--- src/hdl/fetch_macros.svh ---
`ifndef FETCH_MACROS_SVH
`define FETCH_MACROS_SVH

// Instruction lanes delivered per fetch block
`define FETCH_WIDTH 4

// PC and byte address width
`define ADDR_WIDTH 32

// One fixed-size instruction word
`define INSTR_WIDTH 32

// Bank line, four instruction words
`define LINE_WIDTH 128

// Lines per bank as a power of two
`define BANK_DEPTH_LOG2 6

`endif

--- src/hdl/fetch_pkg.sv ---
`include "fetch_macros.svh"

package fetch_pkg;

    // PC or byte address
    typedef logic [`ADDR_WIDTH-1:0] addr_t;

    // Single instruction word
    typedef logic [`INSTR_WIDTH-1:0] instr_t;

    // Full cache line as returned by a bank
    typedef logic [`LINE_WIDTH-1:0] line_t;

    // Global line number, low bit selects the bank
    typedef logic [`BANK_DEPTH_LOG2:0] line_idx_t;

    // Block length, 1 to 4
    typedef logic [2:0] fetch_len_t;

    // Flush tracking
    typedef enum logic {
        FLUSH_IDLE,
        FLUSH_DRAIN
    } flush_state_e;

endpackage

--- src/hdl/fetch_bank_if.sv ---
`timescale 1ns/100ps

interface fetch_bank_if import fetch_pkg::*; ();

    // Read request and global line index
    logic      rreq;
    line_idx_t raddr;

    // Response one cycle after rreq
    logic      rvalid;
    line_t     rdata;

    modport fetch (
        output rreq,
        output raddr,
        input  rvalid,
        input  rdata
    );

    modport bank (
        input  rreq,
        input  raddr,
        output rvalid,
        output rdata
    );

endinterface

--- src/hdl/fetch_unit.sv ---
`timescale 1ns/100ps
`include "fetch_macros.svh"

module fetch_unit import fetch_pkg::*; (
    input  logic                      clk,
    input  logic                      rst_n,
    input  logic                      flush_i,

    // Fetch target queue
    input  logic                      ftq_valid_i,
    input  addr_t                     ftq_pc_i,
    input  fetch_len_t                ftq_len_i,
    output logic                      ftq_accept_o,

    // Even and odd line banks
    fetch_bank_if.fetch               bank0,
    fetch_bank_if.fetch               bank1,

    // Instruction buffer
    input  logic                      ib_stall_i,
    output logic [`FETCH_WIDTH-1:0]   ib_valid_o,
    output logic [`FETCH_WIDTH-1:0]   ib_last_o,
    output addr_t [`FETCH_WIDTH-1:0]  ib_pc_o,
    output instr_t [`FETCH_WIDTH-1:0] ib_instr_o
);

    // Global line holding the start PC
    function automatic line_idx_t line_of(input addr_t pc);
        return pc[`BANK_DEPTH_LOG2+4:4];
    endfunction

    // Block runs past the last word of its first line
    function automatic logic crosses_line(input addr_t pc, input fetch_len_t len);
        logic [3:0] end_word;
        end_word = {2'b00, pc[3:2]} + {1'b0, len};
        return end_word > 4'd4;
    endfunction

    flush_state_e flush_state;
    flush_state_e flush_state_nxt;

    // P1 block
    logic       p1_valid;
    addr_t      p1_pc;
    fetch_len_t p1_len;
    line_idx_t  p1_first;
    logic       p1_cross;
    logic       p1_lines_ok;
    logic       p1_retire;
    logic       load_p1;

    // Request side
    logic       req_active;
    addr_t      req_pc;
    fetch_len_t req_len;
    line_idx_t  req_first;
    line_idx_t  req_second;
    logic       req_cross;

    // Returned lines in block order
    line_t                        first_data;
    line_t                        second_data;
    instr_t [2*`FETCH_WIDTH-1:0]  line_words;

    logic [`FETCH_WIDTH-1:0]   lane_valid;
    logic [`FETCH_WIDTH-1:0]   lane_last;
    addr_t [`FETCH_WIDTH-1:0]  lane_pc;
    instr_t [`FETCH_WIDTH-1:0] lane_instr;

    // Drain lasts one cycle since bank latency is fixed
    always_comb begin
        flush_state_nxt = flush_state;
        case (flush_state)
            FLUSH_IDLE: begin
                if (flush_i) begin
                    flush_state_nxt = FLUSH_DRAIN;
                end
            end
            FLUSH_DRAIN: begin
                if (!flush_i) begin
                    flush_state_nxt = FLUSH_IDLE;
                end
            end
            default: flush_state_nxt = FLUSH_IDLE;
        endcase
    end

    always_ff @(posedge clk or negedge rst_n) begin
        if (!rst_n) begin
            flush_state <= FLUSH_IDLE;
        end else begin
            flush_state <= flush_state_nxt;
        end
    end

    // P1 retire needs every line it asked for
    assign p1_first    = line_of(p1_pc);
    assign p1_cross    = crosses_line(p1_pc, p1_len);
    assign p1_lines_ok = ((p1_first[0] && !p1_cross) || bank0.rvalid)
                      && ((!p1_first[0] && !p1_cross) || bank1.rvalid);
    assign p1_retire   = p1_valid && p1_lines_ok && !ib_stall_i && !flush_i
                      && (flush_state == FLUSH_IDLE);

    // P0 loads when the slot is free or freeing up
    assign load_p1      = ftq_valid_i && (!p1_valid || p1_retire) && !flush_i;
    assign ftq_accept_o = load_p1;

    // New block reads now, a held block re-reads every cycle
    assign req_active = load_p1 || (p1_valid && !p1_retire);
    assign req_pc     = load_p1 ? ftq_pc_i : p1_pc;
    assign req_len    = load_p1 ? ftq_len_i : p1_len;
    assign req_first  = line_of(req_pc);
    assign req_second = req_first + line_idx_t'(1);
    assign req_cross  = crosses_line(req_pc, req_len);

    // Steer by parity of the first line
    assign bank0.rreq  = req_active && (!req_first[0] || req_cross);
    assign bank1.rreq  = req_active && (req_first[0] || req_cross);
    assign bank0.raddr = req_first[0] ? req_second : req_first;
    assign bank1.raddr = req_first[0] ? req_first : req_second;

    always_ff @(posedge clk or negedge rst_n) begin
        if (!rst_n) begin
            p1_valid <= 1'b0;
        end else if (flush_i) begin
            p1_valid <= 1'b0;
        end else if (load_p1) begin
            p1_valid <= 1'b1;
        end else if (p1_retire) begin
            p1_valid <= 1'b0;
        end
    end

    always_ff @(posedge clk) begin
        if (load_p1) begin
            p1_pc  <= ftq_pc_i;
            p1_len <= ftq_len_i;
        end
    end

    // Put the first line in the low words
    assign first_data  = p1_first[0] ? bank1.rdata : bank0.rdata;
    assign second_data = p1_first[0] ? bank0.rdata : bank1.rdata;
    assign line_words  = {second_data, first_data};

    // Lane alignment
    always_comb begin
        for (int i = 0; i < `FETCH_WIDTH; i++) begin
            lane_valid[i] = fetch_len_t'(i) < p1_len;
            lane_last[i]  = fetch_len_t'(i + 1) == p1_len;
            lane_pc[i]    = p1_pc + addr_t'(i << 2);
            lane_instr[i] = line_words[3'(p1_pc[3:2]) + 3'(i)];
        end
    end

    // P2 flags, flush clears and stall holds
    always_ff @(posedge clk or negedge rst_n) begin
        if (!rst_n) begin
            ib_valid_o <= '0;
            ib_last_o  <= '0;
        end else if (flush_i) begin
            ib_valid_o <= '0;
            ib_last_o  <= '0;
        end else if (!ib_stall_i) begin
            ib_valid_o <= p1_retire ? lane_valid : '0;
            ib_last_o  <= p1_retire ? lane_last : '0;
        end
    end

    always_ff @(posedge clk) begin
        if (p1_retire) begin
            ib_pc_o    <= lane_pc;
            ib_instr_o <= lane_instr;
        end
    end

endmodule

--- src/flat_wrapper.sv ---
// flat-port wrapper written by rule: the top's interface ports become plain ports
module fetch_unit_flat import fetch_pkg::*;
  (clk, rst_n, flush_i, ftq_valid_i, ftq_pc_i, ftq_len_i, ftq_accept_o, ib_stall_i, ib_valid_o, ib_last_o, ib_pc_o, ib_instr_o, bank0_rreq, bank0_raddr, bank0_rvalid, bank0_rdata, bank1_rreq, bank1_raddr, bank1_rvalid, bank1_rdata);
  fetch_bank_if bank0_i ();
  fetch_bank_if bank1_i ();
  input  logic clk;
  input  logic rst_n;
  input  logic flush_i;
  input  logic ftq_valid_i;
  input  addr_t ftq_pc_i;
  input  fetch_len_t ftq_len_i;
  output logic ftq_accept_o;
  input  logic ib_stall_i;
  output logic [`FETCH_WIDTH-1:0] ib_valid_o;
  output logic [`FETCH_WIDTH-1:0] ib_last_o;
  output addr_t [`FETCH_WIDTH-1:0] ib_pc_o;
  output instr_t [`FETCH_WIDTH-1:0] ib_instr_o;
  output wire logic [$bits(bank0_i.rreq)-1:0] bank0_rreq;
  output wire logic [$bits(bank0_i.raddr)-1:0] bank0_raddr;
  input wire logic [$bits(bank0_i.rvalid)-1:0] bank0_rvalid;
  input wire logic [$bits(bank0_i.rdata)-1:0] bank0_rdata;
  output wire logic [$bits(bank1_i.rreq)-1:0] bank1_rreq;
  output wire logic [$bits(bank1_i.raddr)-1:0] bank1_raddr;
  input wire logic [$bits(bank1_i.rvalid)-1:0] bank1_rvalid;
  input wire logic [$bits(bank1_i.rdata)-1:0] bank1_rdata;
  assign bank0_rreq = bank0_i.rreq;
  assign bank0_raddr = bank0_i.raddr;
  assign bank0_i.rvalid = bank0_rvalid;
  assign bank0_i.rdata = bank0_rdata;
  assign bank1_rreq = bank1_i.rreq;
  assign bank1_raddr = bank1_i.raddr;
  assign bank1_i.rvalid = bank1_rvalid;
  assign bank1_i.rdata = bank1_rdata;
  fetch_unit u_core (.clk(clk), .rst_n(rst_n), .flush_i(flush_i), .ftq_valid_i(ftq_valid_i), .ftq_pc_i(ftq_pc_i), .ftq_len_i(ftq_len_i), .ftq_accept_o(ftq_accept_o), .bank0(bank0_i), .bank1(bank1_i), .ib_stall_i(ib_stall_i), .ib_valid_o(ib_valid_o), .ib_last_o(ib_last_o), .ib_pc_o(ib_pc_o), .ib_instr_o(ib_instr_o));
endmodule
--- config.mk ---
export PLATFORM = sky130hd
export DESIGN_NAME = fetch_unit_flat
export DESIGN_NICKNAME = d
export VERILOG_FILES = /design/src/hdl/fetch_pkg.sv /design/src/hdl/fetch_bank_if.sv /design/src/hdl/fetch_unit.sv /design/src/flat_wrapper.sv
export VERILOG_INCLUDE_DIRS = /design/src /design/src/hdl
export SDC_FILE = /design/constraint.sdc
export NUM_CORES = 1
export LEC_CHECK = 0
export ABC_CLOCK_PERIOD_IN_PS = 8400
export BUFFER_PORTS_ARGS = -buffer_cell sky130_fd_sc_hd__buf_2
export CORE_AREA = 3 3 224 226
export CTS_CLUSTER_SIZE = 16
export DETAILED_ROUTE_END_ITERATION = 12
export DIE_AREA = 0 0 227 229
export GPL_TIMING_DRIVEN = 1
export PLACE_DENSITY = 0.6
export SLEW_MARGIN = 20
export SYNTH_ARGS = -nofsm -noshare
export SYNTH_HDL_FRONTEND = slang
export SYNTH_SLANG_ARGS = --single-unit
--- constraint.sdc ---
create_clock -name clk -period 8.4 [get_ports clk]
set_input_delay 0.42 -clock clk [delete_from_list [all_inputs] [get_ports clk]]
set_output_delay 0.42 -clock clk [all_outputs]
set_load 0.03 [all_outputs]
[Yosys cells after proc, flatten, opt, wreduce, memory -nomap -nowiden]
Index checks and enable logic that the tools add are counted.
Storage, ports and cells
  register bits: 301
  input bits: 298
  output and inout port bits: 281
  logic and storage cells: 90
Cells by class
  add/subtract/negate cells: 9
  magnitude comparators: 10
  equal/unequal tests: 5
  muxes and demuxes: 24
  bitwise operators: 1
  reduce and logical (&&, ||, !) cells: 26
Operators with widths (count)
  32-bit binary-select mux with 3-bit select: 3
  128-bit 2-to-1 mux: 2
  32-bit 2-to-1 mux: 4
  32-bit by 4-bit adder with 32-bit output, second input constant: 2
  32-bit binary-select mux with 2-bit select: 1
  32-bit by 3-bit adder with 32-bit output, second input constant: 1
  4-bit 2-to-1 mux: 6
  7-bit 2-to-1 mux: 2
  1-bit logical AND: 12
  3-bit by 4-bit < comparator with 1-bit output, second input constant: 3
  11-bit 2-to-1 mux: 1
  2-bit by 3-bit adder with 4-bit output: 2
  4-bit by 3-bit greater-than comparator with 1-bit output, second input constant: 2
  7-bit by 1-bit adder with 7-bit output, second input constant: 1
  1-bit logical NOT: 7
  2-bit by 2-bit adder with 3-bit output, second input constant: 2
  2-bit by 3-bit equality test with 1-bit output, first input constant: 2
  1-bit logical OR: 6
  1-bit by 3-bit < comparator with 1-bit output, first input constant: 2
  2-bit by 3-bit < comparator with 1-bit output, first input constant: 2
  2-bit by 4-bit < comparator with 1-bit output, second input constant: 1
  1-bit 2-to-1 mux: 4
  2-bit by 1-bit adder with 3-bit output, second input constant: 1
  1-bit by 3-bit equality test with 1-bit output, first input constant: 1
  5 further kinds: 5

[Logic depth before layout (Yosys ltp)]
  depth in word-level cells: 18
  gate-level depth with buffers: 17
  depth with buffers taken out: 16

[Least setup slack after synthesis]
No wires, ideal clock.
  kind: register to register
  from: reg u_core.p1_len[0]
  to: reg u_core.ib_last_o[0]
  arrival time: 7.160 ns
  required time: 8.308 ns
  path slack: 1.149 ns
  cell stages (with the launch flop): 9
  buffers on the path: 0
  cell sequence: dfxtp_1 -> ha_1 -> fa_1 -> nor2_1 -> o221ai_2 -> a21boi_0 -> o21ai_0 -> inv_1 -> a32o_1
Between the ends
  cells in the longest elaborated chain, start to end: 13
  elaborated cells on any way between the ends: 16
Ends and longest elaborated chain
  start, declared: RTL line fetch_unit.sv:45  | fetch_len_t p1_len;
  start signal, assigned: RTL line fetch_unit.sv:137  | p1_len <= ftq_len_i;
  2-bit by 3-bit adder with 4-bit output: RTL line fetch_unit.sv:35  | end_word = {2'b00, pc[3:2]} + {1'b0, len};
  4-bit by 3-bit greater-than comparator with 1-bit output: RTL line fetch_unit.sv:36  | return end_word > 4'd4;
  1-bit logical NOT: RTL line fetch_unit.sv:99, fetch_unit.sv:100
  1-bit logical AND (on tied branches): RTL line fetch_unit.sv:99, fetch_unit.sv:100
  1-bit logical OR (on tied branches): RTL line fetch_unit.sv:99, fetch_unit.sv:100
  1-bit logical AND: RTL line fetch_unit.sv:100  | && ((!p1_first[0] && !p1_cross) || bank1.rvalid);
  1-bit logical AND (3 in a row): RTL line fetch_unit.sv:101  | assign p1_retire = p1_valid && p1_lines_ok && !ib_stall_i && !flush_i
  1-bit logical AND: RTL line fetch_unit.sv:102  | && (flush_state == FLUSH_IDLE);
  4-bit 2-to-1 mux (*): RTL line fetch_unit.sv:166  | ib_last_o <= p1_retire ? lane_last : '0;
  4-bit 2-to-1 mux (*): RTL line fetch_unit.sv:164  | end else if (!ib_stall_i) begin
  4-bit 2-to-1 mux (*): RTL line fetch_unit.sv:161  | end else if (flush_i) begin
  end signal, assigned: RTL line fetch_unit.sv:166
  end, declared: RTL line fetch_unit.sv:22  | output logic [`FETCH_WIDTH-1:0] ib_last_o,
Mark *: on every way between the ends. The rest lies on a longest branch, timed or not. The select of a mux whose other input is x is not followed.
A chain may end at the register's enable or synchronous reset.

[Worst setup path in the final report]
  from: reg u_core.p1_pc[3]
  to: out bank0_rreq
Between the ends
  cells in the longest elaborated chain, start to end: 18
  elaborated cells on any way between the ends: 25
Ends and longest elaborated chain
  start, declared: RTL line fetch_unit.sv:44  | addr_t p1_pc;
  start signal, assigned: RTL line fetch_unit.sv:136  | p1_pc <= ftq_pc_i;
  2-bit by 3-bit adder with 4-bit output (*): RTL line fetch_unit.sv:35
  4-bit by 3-bit greater-than comparator with 1-bit output (*): RTL line fetch_unit.sv:36
  1-bit logical NOT (*): RTL line fetch_unit.sv:99, fetch_unit.sv:100
  1-bit logical AND (on tied branches): RTL line fetch_unit.sv:99, fetch_unit.sv:100
  1-bit logical OR (on tied branches): RTL line fetch_unit.sv:99, fetch_unit.sv:100
  1-bit logical AND (*): RTL line fetch_unit.sv:100
  1-bit logical AND (*) (3 in a row): RTL line fetch_unit.sv:101
  1-bit logical AND (*): RTL line fetch_unit.sv:102
  1-bit logical OR (*): RTL line fetch_unit.sv:105  | assign load_p1 = ftq_valid_i && (!p1_valid || p1_retire) && !flush_i;
  1-bit logical AND (*) (2 in a row): RTL line fetch_unit.sv:105
  11-bit 2-to-1 mux (*): RTL line fetch_unit.sv:110  | assign req_pc = load_p1 ? ftq_pc_i : p1_pc;
  via u_core.req_pc[2]: RTL line fetch_unit.sv:54  | addr_t req_pc;
  2-bit by 3-bit adder with 4-bit output (*): RTL line fetch_unit.sv:35
  4-bit by 3-bit greater-than comparator with 1-bit output (*): RTL line fetch_unit.sv:36
  1-bit logical OR (*): RTL line fetch_unit.sv:117  | assign bank0.rreq = req_active && (!req_first[0] || req_cross);
  1-bit logical AND (*): RTL line fetch_unit.sv:117
  end, declared: RTL line flat_wrapper.sv:18  | output wire logic [$bits(bank0_i.rreq)-1:0] bank0_rreq;
Mark *: on every way through the listed nets, which the timed path passes. The rest lies on a longest branch.

==> metrics.txt <==
worst vdd ir 0.118 mV; Post-CTS Repair Setup Buffers 0; HPWL after DPL 40500 um; Period minus WS final 5.75 ns; Setup crit end bank0_rreq; final core utilization 44.1%; placed cells 2370; switching share of power 29.8%; Clock Pin Slew Worst Setup and Hold Paths 0.05 ns; vias 12600; R2R Setup Slk 4.56 ns; unrepaired setup endpoints after global routing false; Critical Path AT 5.33 ns; Worst-Margin Slew 1.10 ns; Detailed Routing Iterations Pass 1 5; clock buffer depth 3; Netlist cell types 52; sequential share of power 37.4%; Die Y 229 um; fin cells 2438; Yosys warning count 0; Starting Density 34.7%; layout cell share with drive strength beyond 1 53.0%; die width 227 um; global placer's final weighted congestion 0.861; Synth async-reset ratio 3.41%; pwr dens 221 nW/um2; synthesis-to-finish area growth 27.0%; GRT Total Usage 20.4%; status finished, final reports clean; DRC Markers 0; clock power share 33.2%; Setup violations, final 0; DRT antenna net count 0; CP Max Fanout 41; count of input and output buffers 576; first-pass GRT wire length 80200 um; clk_lat worst skew 0.54 ns; initial antenna violation count 12; IO Pins 579; max-slew violation count 0; start point of the critical path u_core.p1_pc[3]$_DFF_P_; Routed WL 54900 um; vias per inst 5.16; TritonCTS clock tree done; Hold Violations, Final 0; area of the die 52000 um2; logic gate share of total power 29.3%; cell count after synthesis 1260; worst r2r src u_core.p1_pc[3]$_DFF_P_; Hold Path Class primary input to flip-flop; total negative slack 0 ns; drt wl/cell 22.5 um; NumNets Final 2097; FF-to-FF path depth 9; critical setup path kind flip-flop to output port; TritonCTS buffer count 37; final instance area 21400 um2; Yosys reg bits 293; CORE AREA 48500 um2; CTS sink count 293; fmax 0.174 GHz; global route overflow 0; EDFF count, synth 271; post-synth net total 1569; sequential share of the synthesized area 51.2%; vias in the first global route 12900; largest net degree at the start of global routing 140; Max Clock Skew 0.0160 ns; Max Cap Viol 0; initial DRC count 732; Slew HR 26.4%; Internal 3.32 mW; Critical Path Sink Type output port; Leakage 8.26 nW; root buf cell clkbuf_16; row cnt 81; Startpoint Class flip-flop; RR Endpoint u_core.ib_pc_o[96]$_DFFE_PN_; hold slack 0.0562 ns; area post-placement 20200 um2; crit share post-route 68.5%; H-tree levels 2; Post-synth top flop edfxtp_1; Data required, critical path 7.98 ns; net switching power 1.41 mW; mean area per synthesized cell 13.4 um2; post-synth design cell area 16900 um2
-- timing repair --
action / 4_1_cts / 5_1_grt
hold buffers: 1 / 0
endpoints found under the hold margin: 10 / 0
gates resized for setup: 0 / 0
-- through the flow --
step / power (mW) / worst slack, ns
5_1_grt: 4.95 / 2.25
2_1_floorplan: 2.83 / 1.15
3_3_place_gp: 3.17 / 3.33
4_1_cts: 4.79 / 2.55
3_5_place_dp: 3.20 / 3.17
6_report: 4.73 / 2.65
-- final cells by class --
| type | instances | area [um2] |
|---|---|---|
| fillers | 4431 | 27100 |
| flip-flops and latches | 293 | 8640 |
| multi-input cells | 853 | 7750 |
| repair buffers | 591 | 3010 |
| clock buffers | 42 | 986 |
| well taps | 622 | 778 |
| clock inverters | 23 | 205 |
| inverters | 12 | 52.6 |
| diodes | 2 | 5.00 |
-- worst max-delay path, stage by stage, from the launching register on --
cell and delay, ns:
dfxtp_2 0.34, buf_4 0.58, ha_1 0.35, a21oi_1 0.25
o22ai_2 0.16, o32ai_2 0.48, nor2_2 0.31, inv_1 0.19
o21ai_0 0.14, ha_1 0.26, fa_1 0.49, nor2_1 0.06
or4b_1 0.47, or3_1 0.35, o211ai_1 0.12, buf_2 0.25
-- power groups by stage --
| stage | combinational [mW] | clock [mW] | sequential [mW] |
|---|---|---|---|
| final | 1.39 | 1.57 | 1.77 |
| after global routing | 1.50 | 1.67 | 1.78 |
| after CTS | 1.40 | 1.62 | 1.77 |
| after detailed placement | 1.39 | 0 | 1.80 |
| after global placement | 1.37 | 0 | 1.80 |
| after floorplan | 1.05 | 0 | 1.78 |
-- layer usage --
layer	track usage, %	share of wire (%)	vias to the layer above
met3	5.74	7.9	83
met5	0	0.17	-
met4	5.65	2.4	14
met2	36.8	51	454
met1	23.5	38	6197
li1	-	-	5838
-- cells in the final DEF, fill, tap and decap left out, drive strengths merged, types with 33 or more instances in the layout --
cell type / netlist / layout
mux4: 96 / 96
nand2: 118 / 118
xor2: 41 / 41
mux2: 200 / 200
edfxtp: 271 / 271
xnor2: 56 / 56
nor2: 84 / 84
buf: 57 / 590
o21ai: 81 / 81
clkbuf: 45 / 42
mux2i: 33 / 33
a21oi: 44 / 44
-- cell families (layout without fill, tap and decap cells) --
group / count (synthesis) / in the layout / synth area share (%)
multiplexers: 329 / 329 / 28.1
flip-flops: 293 / 293 / 51.2
AND/OR/NAND/NOR: 276 / 276 / 7.15
AO/OA/AOI/OAI: 138 / 138 / 4.47
buffers and inverters: 114 / 668 / 3.09
XOR/XNOR: 97 / 97 / 5.04
adder cells (fa/ha/maj): 11 / 11 / 0.905
other: 2 / 4 / 0.0445
-- sequential cells by signal, indices dropped and copies added, names as in the netlist --
register	count
u_core.ib_instr_o	128
u_core.ib_pc_o	120
u_core.p1_pc	32
u_core.ib_last_o	4
u_core.ib_valid_o	4
u_core.p1_len	3
u_core.flush_state	1
u_core.p1_valid	1
-- how the worst min path moves through the flow --
stage	startpoint	endpoint	slack (ns)	cells past startpoint
floorplan	rst_n	u_core.flush_state$_DFF_PN0_	0.12	0
global placement	rst_n	u_core.ib_valid_o[3]$_DFFE_PN0P_	0.29	1
detailed placement	rst_n	u_core.ib_valid_o[3]$_DFFE_PN0P_	0.29	1
CTS	ftq_pc_i[0]	u_core.p1_pc[0]$_DFFE_PN_	0.01	1
global route	ftq_pc_i[0]	u_core.p1_pc[0]$_DFFE_PN_	0.02	1
finish	ftq_pc_i[1]	u_core.p1_pc[1]$_DFFE_PN_	0.06	1
-- synthesized netlist by cell type (all sizes together) (5+ instances only) --
| cell | n | share of area [%] |
|---|---|---|
| nor3 | 12 | 0.36 |
| xnor2 | 56 | 2.9 |
| nor2 | 84 | 1.9 |
| o21ai | 81 | 2.4 |
| xor2 | 41 | 2.1 |
| ha | 9 | 0.67 |
| nand4 | 9 | 0.33 |
| and3 | 5 | 0.19 |
| dfrtp | 10 | 1.5 |
| mux2i | 33 | 2.0 |
| dfxtp | 12 | 1.4 |
| nand2 | 118 | 2.6 |
| clkbuf | 45 | 1.0 |
| inv | 11 | 0.24 |
| edfxtp | 271 | 48 |
| mux4 | 96 | 13 |
| a21oi | 44 | 1.3 |
| nand3 | 22 | 0.65 |
| or3 | 6 | 0.25 |
| mux2 | 200 | 13 |
| buf | 57 | 1.8 |
Power figures use the tool's default switching activity.
